`config.mk`:
```
export PLATFORM = sky130hd
export DESIGN_NAME = reflet_peripheral
export DESIGN_NICKNAME = d
export VERILOG_FILES = /design/src/hw/reflet_uart_pkg.sv /design/src/hw/reflet_periph_pkg.sv /design/src/hw/reflet_peripheral.sv /design/src/hw/reflet_uart.sv /design/src/hw/reflet_uart_tx.sv /design/src/hw/reflet_uart_tx_fifo.sv /design/src/hw/reflet_timer.sv /design/src/hw/reflet_gpio.sv
export SDC_FILE = /design/constraint.sdc
export NUM_CORES = 1
export LEC_CHECK = 0
export BUFFER_PORTS_ARGS = -buffer_cell sky130_fd_sc_hd__buf_4
export CELL_PAD_IN_SITES_DETAIL_PLACEMENT = 1
export CELL_PAD_IN_SITES_GLOBAL_PLACEMENT = 1
export CORE_ASPECT_RATIO = 0.9
export CORE_UTILIZATION = 47
export CTS_CLUSTER_SIZE = 10
export DETAILED_ROUTE_END_ITERATION = 8
export PLACE_DENSITY_LB_ADDON = 0.1
export SYNTH_ARGS = -nofsm -noshare
export SYNTH_HDL_FRONTEND = slang
export SYNTH_SLANG_ARGS = --single-unit
```
`constraint.sdc`:
```
create_clock -name clk -period 2.6 [get_ports clk]
set_input_delay 0.26 -clock clk [delete_from_list [all_inputs] [get_ports clk]]
set_output_delay 0.26 -clock clk [all_outputs]
set_load 0.02 [all_outputs]
```
`src/hw/reflet_uart_pkg.sv`:
```
package reflet_uart_pkg;

    // 8N1 line format
    localparam int uart_data_bits = 8;
    localparam logic uart_start_level = 1'b0;
    localparam logic uart_stop_level = 1'b1;

    // serializer states
    typedef enum logic [1:0]
    {
        tx_idle,
        tx_start,
        tx_data,
        tx_stop
    } tx_state_t;

endpackage

```
`src/hw/reflet_periph_pkg.sv`:
```
package reflet_periph_pkg;

    // bus data width, as returned by every peripheral
    localparam int word_width = 8;

    // register window
    localparam int offset_width = 3;
    localparam int total_size = 7;

    // register offsets inside the window
    typedef enum logic [offset_width-1:0]
    {
        reg_gpo         = 3'd0,
        reg_gpi         = 3'd1,
        reg_tmr_ctrl    = 3'd2,
        reg_tmr_reload  = 3'd3,
        reg_tmr_count   = 3'd4,
        reg_uart_data   = 3'd5,
        reg_uart_status = 3'd6
    } reg_sel_t;

endpackage
```
`src/hw/reflet_peripheral.sv`:
```
`timescale 1ns/1ps

module reflet_peripheral
    import reflet_periph_pkg::*;
#(
    parameter int                  addr_width = 16,
    parameter logic [addr_width-1:0] base_addr = 16'hFF00,
    parameter int                  clk_freq = 1_000_000,
    parameter int                  baud_rate = 125_000,
    parameter int                  fifo_depth = 4
)
(
    input  logic                  clk,
    input  logic                  arst_n,
    input  logic                  enable,
    input  logic [addr_width-1:0] addr,
    input  logic [word_width-1:0] data_in,
    input  logic                  write_en,
    output logic [word_width-1:0] data_out,
    input  logic [word_width-1:0] gpi,
    output logic [word_width-1:0] gpo,
    output logic                  tx,
    output logic                  irq
);

    logic                  sel;
    logic [addr_width-1:0] addr_rel;
    reg_sel_t              offset;
    logic [word_width-1:0] gpio_rdata;
    logic [word_width-1:0] timer_rdata;
    logic [word_width-1:0] uart_rdata;

    // window decode
    assign sel = enable && (addr >= base_addr) && (addr < base_addr + total_size);
    assign addr_rel = addr - base_addr;
    assign offset = reg_sel_t'(addr_rel[offset_width-1:0]);

    // unselected peripherals return zero
    assign data_out = gpio_rdata | timer_rdata | uart_rdata;

    reflet_gpio gpio_i (
        .clk(clk),
        .arst_n(arst_n),
        .sel(sel),
        .offset(offset),
        .data_in(data_in),
        .write_en(write_en),
        .rdata(gpio_rdata),
        .gpi(gpi),
        .gpo(gpo)
    );

    reflet_timer timer_i (
        .clk(clk),
        .arst_n(arst_n),
        .sel(sel),
        .offset(offset),
        .data_in(data_in),
        .write_en(write_en),
        .rdata(timer_rdata),
        .irq(irq)
    );

    reflet_uart #(
        .clk_freq(clk_freq),
        .baud_rate(baud_rate),
        .fifo_depth(fifo_depth)
    ) uart_i (
        .clk(clk),
        .arst_n(arst_n),
        .sel(sel),
        .offset(offset),
        .data_in(data_in),
        .write_en(write_en),
        .rdata(uart_rdata),
        .tx(tx)
    );

endmodule

```
`src/hw/reflet_uart.sv`:
```
`timescale 1ns/1ps

module reflet_uart
    import reflet_periph_pkg::*;
    import reflet_uart_pkg::*;
#(
    parameter int clk_freq = 1_000_000,
    parameter int baud_rate = 125_000,
    parameter int fifo_depth = 4
)
(
    input  logic                  clk,
    input  logic                  arst_n,
    input  logic                  sel,
    input  reg_sel_t              offset,
    input  logic [word_width-1:0] data_in,
    input  logic                  write_en,
    output logic [word_width-1:0] rdata,
    output logic                  tx
);

    logic                      push;
    logic [uart_data_bits-1:0] push_data;
    logic                      full;
    logic                      pop;
    logic [uart_data_bits-1:0] head;
    logic                      empty;
    logic                      busy;

    // writes while full are lost
    assign push = sel && write_en && (offset == reg_uart_data) && !full;
    assign push_data = data_in[uart_data_bits-1:0];

    reflet_uart_tx_fifo #(
        .fifo_depth(fifo_depth)
    ) fifo_i (
        .clk(clk),
        .arst_n(arst_n),
        .push(push),
        .push_data(push_data),
        .full(full),
        .pop(pop),
        .head(head),
        .empty(empty)
    );

    reflet_uart_tx #(
        .clk_freq(clk_freq),
        .baud_rate(baud_rate)
    ) tx_i (
        .clk(clk),
        .arst_n(arst_n),
        .empty(empty),
        .head(head),
        .pop(pop),
        .tx(tx),
        .busy(busy)
    );

    always_comb
    begin
        rdata = '0;
        if (sel && offset == reg_uart_status)
        begin
            rdata[2:0] = {busy, empty, full};
        end
    end

endmodule

```
`src/hw/reflet_uart_tx.sv`:
```
`timescale 1ns/1ps

module reflet_uart_tx
    import reflet_uart_pkg::*;
#(
    parameter int clk_freq = 1_000_000,
    parameter int baud_rate = 125_000
)
(
    input  logic                      clk,
    input  logic                      arst_n,
    input  logic                      empty,
    input  logic [uart_data_bits-1:0] head,
    output logic                      pop,
    output logic                      tx,
    output logic                      busy
);

    localparam int clks_per_bit = clk_freq / baud_rate;
    localparam int cnt_width = (clks_per_bit > 1) ? $clog2(clks_per_bit) : 1;
    localparam int idx_width = $clog2(uart_data_bits);

    tx_state_t                 state;
    logic [cnt_width-1:0]      bit_cnt;
    logic [idx_width-1:0]      bit_idx;
    logic [uart_data_bits-1:0] shift;
    logic                      bit_end;

    assign pop = (state == tx_idle) && !empty;
    assign busy = (state != tx_idle);
    assign bit_end = (bit_cnt == cnt_width'(clks_per_bit - 1));

    always_ff @(posedge clk or negedge arst_n)
    begin
        if (!arst_n)
        begin
            state <= tx_idle;
            bit_cnt <= '0;
            bit_idx <= '0;
            tx <= uart_stop_level;
        end
        else
        begin
            bit_cnt <= (state == tx_idle || bit_end) ? '0 : bit_cnt + 1'b1;
            case (state)
                tx_idle:
                begin
                    if (pop)
                    begin
                        state <= tx_start;
                        tx <= uart_start_level;
                    end
                end
                tx_start:
                begin
                    if (bit_end)
                    begin
                        state <= tx_data;
                        bit_idx <= '0;
                        tx <= shift[0];
                    end
                end
                tx_data:
                begin
                    if (bit_end)
                    begin
                        if (bit_idx == idx_width'(uart_data_bits - 1))
                        begin
                            state <= tx_stop;
                            tx <= uart_stop_level;
                        end
                        else
                        begin
                            bit_idx <= bit_idx + 1'b1;
                            tx <= shift[1];
                        end
                    end
                end
                tx_stop:
                begin
                    if (bit_end)
                    begin
                        state <= tx_idle;
                    end
                end
                default:
                begin
                    state <= tx_idle;
                end
            endcase
        end
    end

    // lsb first
    always_ff @(posedge clk)
    begin
        if (pop)
        begin
            shift <= head;
        end
        else if (state == tx_data && bit_end)
        begin
            shift <= shift >> 1;
        end
    end

endmodule

```
`src/hw/reflet_uart_tx_fifo.sv`:
```
`timescale 1ns/1ps

module reflet_uart_tx_fifo
    import reflet_uart_pkg::*;
#(
    parameter int fifo_depth = 4
)
(
    input  logic                      clk,
    input  logic                      arst_n,
    input  logic                      push,
    input  logic [uart_data_bits-1:0] push_data,
    output logic                      full,
    input  logic                      pop,
    output logic [uart_data_bits-1:0] head,
    output logic                      empty
);

    localparam int idx_width = (fifo_depth > 1) ? $clog2(fifo_depth) : 1;

    logic [uart_data_bits-1:0] mem [fifo_depth];
    // extra msb tells a full buffer from an empty one
    logic [idx_width:0]        wr_ptr;
    logic [idx_width:0]        rd_ptr;

    always_ff @(posedge clk or negedge arst_n)
    begin
        if (!arst_n)
        begin
            wr_ptr <= '0;
            rd_ptr <= '0;
        end
        else
        begin
            if (push)
            begin
                wr_ptr <= wr_ptr + 1'b1;
            end
            if (pop)
            begin
                rd_ptr <= rd_ptr + 1'b1;
            end
        end
    end

    always_ff @(posedge clk)
    begin
        if (push)
        begin
            mem[wr_ptr[idx_width-1:0]] <= push_data;
        end
    end

    assign head = mem[rd_ptr[idx_width-1:0]];
    assign empty = (wr_ptr == rd_ptr);
    assign full = (wr_ptr[idx_width] != rd_ptr[idx_width])
        && (wr_ptr[idx_width-1:0] == rd_ptr[idx_width-1:0]);

endmodule

```
`src/hw/reflet_timer.sv`:
```
`timescale 1ns/1ps

module reflet_timer
    import reflet_periph_pkg::*;
(
    input  logic                  clk,
    input  logic                  arst_n,
    input  logic                  sel,
    input  reg_sel_t              offset,
    input  logic [word_width-1:0] data_in,
    input  logic                  write_en,
    output logic [word_width-1:0] rdata,
    output logic                  irq
);

    logic                  run;
    logic                  flag;
    logic                  irq_en;
    logic [word_width-1:0] reload;
    logic [word_width-1:0] count;
    logic                  ctrl_wr;
    logic                  reload_wr;
    logic                  wrap;

    assign ctrl_wr = sel && write_en && (offset == reg_tmr_ctrl);
    assign reload_wr = sel && write_en && (offset == reg_tmr_reload);
    assign wrap = run && (count == reload);

    always_ff @(posedge clk or negedge arst_n)
    begin
        if (!arst_n)
        begin
            run <= 1'b0;
            irq_en <= 1'b0;
            flag <= 1'b0;
            reload <= '0;
            count <= '0;
        end
        else
        begin
            if (ctrl_wr)
            begin
                run <= data_in[0];
                irq_en <= data_in[2];
            end
            // a wrap in the same cycle wins over the clear
            flag <= (flag && !(ctrl_wr && !data_in[1])) || wrap;
            if (reload_wr)
            begin
                reload <= data_in;
                count <= '0;
            end
            else if (wrap)
            begin
                count <= '0;
            end
            else if (run)
            begin
                count <= count + 1'b1;
            end
        end
    end

    assign irq = flag && irq_en;

    always_comb
    begin
        rdata = '0;
        if (sel)
        begin
            case (offset)
                reg_tmr_ctrl:   rdata[2:0] = {irq_en, flag, run};
                reg_tmr_reload: rdata = reload;
                reg_tmr_count:  rdata = count;
                default:        rdata = '0;
            endcase
        end
    end

endmodule

```
`src/hw/reflet_gpio.sv`:
```
`timescale 1ns/1ps

module reflet_gpio
    import reflet_periph_pkg::*;
(
    input  logic                  clk,
    input  logic                  arst_n,
    input  logic                  sel,
    input  reg_sel_t              offset,
    input  logic [word_width-1:0] data_in,
    input  logic                  write_en,
    output logic [word_width-1:0] rdata,
    input  logic [word_width-1:0] gpi,
    output logic [word_width-1:0] gpo
);

    logic gpo_wr;

    assign gpo_wr = sel && write_en && (offset == reg_gpo);

    always_ff @(posedge clk or negedge arst_n)
    begin
        if (!arst_n)
        begin
            gpo <= '0;
        end
        else if (gpo_wr)
        begin
            gpo <= data_in;
        end
    end

    // pins are read back unregistered
    always_comb
    begin
        rdata = '0;
        if (sel)
        begin
            case (offset)
                reg_gpo:
                begin
                    rdata = gpo;
                end
                reg_gpi:
                begin
                    rdata = gpi;
                end
                default:
                begin
                    rdata = '0;
                end
            endcase
        end
    end

endmodule

```
Yosys cells after proc, flatten, opt, wreduce, memory -nomap -nowiden --
Memory sizes are Yosys's and may differ from the RTL's. Index checks and enable logic that the tools add are counted. Widths: inputs -> output; s select.
Cells by class: reduce and logical (&&, ||, !) cells 32, magnitude comparators 2, bitwise gates (word level) 2, equality and inequality tests 21, multiplexer cells 29, add/sub/neg operators 6
Operators by type and width (count):
- $mux 8 | 7
- $ge 16x16->1 const B | 1
- $logic_and 1x1->1 | 16
- $lt 16x16->1 const B | 1
- $pmux 8 s2 | 1
- $eq 3x3->1 const B | 5
- $mux 3 | 5
- $add 3x1->3 const B | 4
- $mux 2 | 5
- $ne 2x2->1 const B | 5
- $pmux 5 s2 | 1
- $pmux 3 s3 | 1
- $add 8x1->8 const B | 1
- $eq 8x8->1 | 1
- $or 8x3->8 | 1
- $or 8x8->8 | 1
- $pmux 2 s4 | 1
- $reduce_and 4->1 | 2
- $eq 3x2->1 const B | 2
- $mux 1 | 6
- $pmux 3 s2 | 1
- $reduce_bool 2->1 | 3
- $reduce_bool 3->1 | 2
- $reduce_and 5->1 | 1
- 13 further kinds | 18
Word-level totals: bits in registers 50, memories 1, bits in writable memories 32, logic and storage cells 106, bits of input ports 36
Memory list:
- uart_i.fifo_i.mem | depth 4, width 8, rd ports 1, clocked after memory_dff 0, write ports 1, RTL line reflet_uart_tx_fifo.sv:21 | logic [uart_data_bits-1:0] mem [fifo_depth];

Logic depth before layout (Yosys ltp) --
depth after elaboration 9, mapped depth 6, gate-level depth less buffers 6

By module --
A second synthesis with hierarchy kept.
Unflattened totals: cells, all modules 318, area, all modules 4214.0 µm²
Modules (own cells, without submodules):
- reflet_uart_tx_fifo | instances 1, seq. area each 1111.1 µm², cells an instance 72, area an instance 1500.2 µm²
- reflet_timer | instances 1, seq. area each 475.5 µm², cells an instance 110, area an instance 1126.1 µm²
- reflet_uart_tx | instances 1, seq. area each 466.7 µm², cells an instance 72, area an instance 923.4 µm²
- reflet_gpio | instances 1, seq. area each 200.2 µm², cells an instance 37, area an instance 476.7 µm²
- reflet_peripheral | instances 1, seq. area each 0.0 µm², cells an instance 14, area an instance 103.8 µm²
- reflet_uart | instances 1, seq. area each 0.0 µm², cells an instance 13, area an instance 83.8 µm²

Worst setup path after synthesis --
Ideal clock, no wire load.
path type register to register, start register uart_i.fifo_i.rd_ptr[0], end register uart_i.tx_i.shift[1] (data pin), cell stages (with the launch flop) 6, clock period less this slack 1.927 ns, path slack 0.673 ns, data arrival time 1.668 ns, buffers on the path 2, cell sequence dfrtp_1 > buf_6 > xor2_1 > o31ai_1 > buf_4 > mux2_2
Between the ends: longest elaborated chain between the ends 4, elaborated cells between the ends (all ways) 5, classes of those cells eq/ne: 1; mux: 1; reduce/logical: 2; memory: 1
RTL lines:
- from (decl) | RTL line reflet_uart_tx_fifo.sv:24 | logic [idx_width:0] rd_ptr;
- from (signal assigned) | RTL line reflet_uart_tx_fifo.sv:41 | rd_ptr <= rd_ptr + 1'b1;
- $eq 3x3->1 | RTL line reflet_uart_tx_fifo.sv:55 | assign empty = (wr_ptr == rd_ptr);
- $logic_not 1->1 | RTL line reflet_uart_tx.sv:29 | assign pop = (state == tx_idle) && !empty;
- $logic_and 1x1->1 | RTL line reflet_uart_tx.sv:29
- $mux 8 (*) | RTL line reflet_uart_tx.sv:97 | if (pop)
- to (signal assigned) | RTL line reflet_uart_tx.sv:103 | shift <= shift >> 1;
- to (decl) | RTL line reflet_uart_tx.sv:26 | logic [uart_data_bits-1:0] shift;
Every way passes the cells marked *; elsewhere a longest branch is shown, timed or not. A chain may end at the register's enable or synchronous reset.

Worst setup path after layout --
start register uart_i.fifo_i.rd_ptr[1], end output data_out[1]
Between the ends: longest elaborated chain between the ends 3
RTL lines:
- $eq 3x3->1 | RTL line reflet_uart_tx_fifo.sv:55
- $mux 3 | RTL line reflet_uart.sv:63 | if (sel && offset == reg_uart_status)
- $or 8x3->8 | RTL line reflet_peripheral.sv:39 | assign data_out = gpio_rdata | timer_rdata | uart_rdata;
- to (decl) | RTL line reflet_peripheral.sv:19 | output logic [word_width-1:0] data_out,
No other way between the ends.

==> metrics.txt <==
status completed; critical path cell sequence xor2_1, nor4_1, o21ai_0, a21oi_1, buf_4; Final ANT Viol Nets 0; Residual DRC 0; setup bufs post-CTS 0; Netlist Area Pre-Place 4170 µm²; total power draw around 2.4 mW; total track usage between 20% and 30%; post-synthesis sequential area ratio approximately 54%; fin crit period roughly 2400 ps; kind of end point of the critical path output pin; vias per inst ~5.6; remaining global-route overflow 0; vias in the first global route 3066; ant diodes 0; DRT Pass-1 Iters 5; EDFF count, synth 40; clk_lat worst skew around 360 ps; Arr. time, crit path between 2000 and 2500 ps; Cell variety after synth 49; Setup TNS 0 ps; Pins Over Slew Limit 0; Slowest-stage cell, CP dfrtp_1; pin count of the biggest net entering global routing 43; CTS root buffer clkbuf_8; period utilization approximately nine tenths; async set-or-reset flop fraction in the synthesized netlist 51.2%; max_slew headroom approximately half; Routed Wire Length a little under 10000 µm; slew at the pin closest to its max-slew limit 741 ps; most common flop cell mapped by yosys dfrtp_1; clock skew between 9 and 10 ps; via count 2781; worst vdd rail ir drop ~0.22 mV; FF+latch count, synth about 80; cts repair resizes 0; max-cap viol count 0; DIE HEIGHT between 90 and 100 µm; htree depth 3; RSZ-0062 raised after global routing no; LEAKAGE just over 2 nW; Top Ports 54; Min-Delay Path Class input pin to flip-flop; TritonCTS Buffers 9; Crit path required time 2340 ps; Worst path max stage delay around 610 ps; routed len/inst between 15 and 20 µm; starting density of the core approximately 48%; Setup violations, final 0; Starting DRT DRC Count 80; f_max ~420 MHz; WS Path Type flip-flop to output pin; row count 32; PD cells between 400 and 500 nW/µm²; Detailed Place HPWL just over 7000 µm; TritonCTS Sinks 82; Clock transition at path regs 100 ps; post-synthesis net count about 370; worst-path fanout max 11; IO buf count 53; initial antenna violation count 0; cell count after synthesis 316; die area 9260 µm²; Die X about 100 µm; count of nets after finishing between 400 and 500; hold_buf cts 1; Core Region roughly 8600 µm²; first-pass GRT wire length between 15000 and 20000 µm; Mean Syn Cell Area between 10 and 15 µm²; yosys warns 0; Synth-to-Final Area Change 17.5%; fraction of final layout cells sized beyond drive strength 1 about a third; Final Wtd Congestion 0.783; Max clock buf depth 2; clock tree from TritonCTS built; endpoints failing hold 0; startpoint types flip-flop
[stage by stage]
step                      cells  util (%)  area (µm²)  hold WS (ps)  setup WS (ps)
final                       499      57.0        4900           124            237
after global routing        499      57.0        4900           114           10.8
after CTS                   499      57.0        4900           112            210
after detailed placement    482      54.6        4700           309            295
after global placement      482      54.6        4700           313            431
after floorplan             316         -        4170         -35.6            673
[cell families after synthesis]
| group | share of synthesized area, % |
|---|---|
| compound gates | 7.05 |
| xor+xnor | 3.99 |
| fa+ha+maj | 4.50 |
| buf+inv | 2.64 |
| flops | 54.0 |
| mux | 15.5 |
| simple gates | 12.3 |
[Yosys cell counts, types with 6 or more instances]
cell type / n / area share [%]
inv_1: 10 / 0.90
xor2_1: 6 / 1.3
edfxtp_1: 40 / 29
mux2_2: 37 / 10
a22oi_1: 8 / 1.4
ha_1: 15 / 4.5
mux4_2: 8 / 4.3
nor2_1: 15 / 1.3
nor3_1: 7 / 0.84
o21ai_0: 8 / 0.96
dfrtp_1: 41 / 25
xnor2_1: 13 / 2.7
nand2_1: 19 / 1.7
nand3_1: 6 / 0.72
nor4_1: 9 / 1.3
[metal layers]
metal	wire length, µm	GRT usage (%)
met1	4220	29.3
met2	4980	39.6
met3	240	4.31
met4	194	8.70
met5	0	0
[registers in the layout, summed over array words and instances (netlist names), 8 cells and up]
name	count
timer_i.count	8
uart_i.fifo_i.mem	32
timer_i.reload	8
uart_i.tx_i.shift	8
gpio_i.gpo	8
[critical path, delay by kind of cell (launching register included)]
kind,cells,cell delay (ps)
xor+xnor,1,470
flops,1,610
compound gates,2,370
buf+inv,1,180
simple gates,1,110
[area by class of cell]
class | instances | area [µm²]
Clock buffer | 9 | 124
Timing Repair Buffer | 61 | 460
Sequential cell | 82 | 2250
Inverter | 10 | 37.5
Clock inverter | 7 | 71.3
Tap cell | 119 | 149
Fill cell | 896 | 3700
Multi-Input combinational cell | 211 | 1810
[layout by cell type (no fill, tap or decap), types with 2 or more instances in the layout]
cell type | Yosys | layout
nand2_1 | 19 | 19
buf_4 | 3 | 60
o31ai_1 | 3 | 3
nand3_1 | 6 | 6
o21ai_0 | 8 | 8
edfxtp_1 | 40 | 40
and2_1 | 5 | 5
and4_1 | 2 | 2
a21oi_1 | 3 | 3
inv_8 | 0 | 2
a22o_1 | 3 | 3
xnor2_1 | 13 | 13
nor2_1 | 15 | 15
o22ai_1 | 3 | 3
clkbuf_8 | 0 | 9
mux2_2 | 37 | 37
clkinvlp_4 | 0 | 2
and3_1 | 3 | 3
inv_1 | 10 | 10
or2_2 | 2 | 2
nor3_1 | 7 | 7
nor3b_1 | 2 | 2
o22a_1 | 4 | 4
dfrtp_1 | 41 | 41
a22oi_1 | 8 | 8
mux2i_1 | 5 | 5
nor4_1 | 9 | 9
o311ai_0 | 3 | 3
nor4_4 | 2 | 2
mux4_2 | 8 | 8
ha_1 | 15 | 15
xor2_1 | 6 | 6
nand4_1 | 2 | 2
nor2b_1 | 4 | 4
[path summary, 6_finish.rpt]
path / start / end / slack, ps / depth (start not counted)
setup reg to reg: uart_i.fifo_i.rd_ptr[1]$_DFFE_PN0N_ / uart_i.fifo_i.mem[0][6]$_DFFE_PP_ / 250 / 4
hold reg to reg: uart_i.tx_i.bit_cnt[0]$_DFF_PN0_ / uart_i.tx_i.bit_cnt[0]$_DFF_PN0_ / 450 / 1
hold / removal: data_in[4] / uart_i.fifo_i.mem[0][4]$_DFFE_PP_ / 120 / 1
min in group asynchronous: arst_n / uart_i.tx_i.bit_idx[2]$_DFFE_PN0P_ / 430 / 2
setup / recovery: uart_i.fifo_i.rd_ptr[1]$_DFFE_PN0N_ / data_out[1] / 240 / 5
max in group asynchronous: arst_n / gpio_i.gpo[4]$_DFFE_PN0P_ / 1760 / 2
[power breakdown]
part | switching [mW] | internal, mW | total [mW]
registers | 0.00111 | 1.36 | 1.36
logic | 0.0713 | 0.0598 | 0.131
clock network | 0.533 | 0.373 | 0.906
Power figures use the tool's default switching activity.
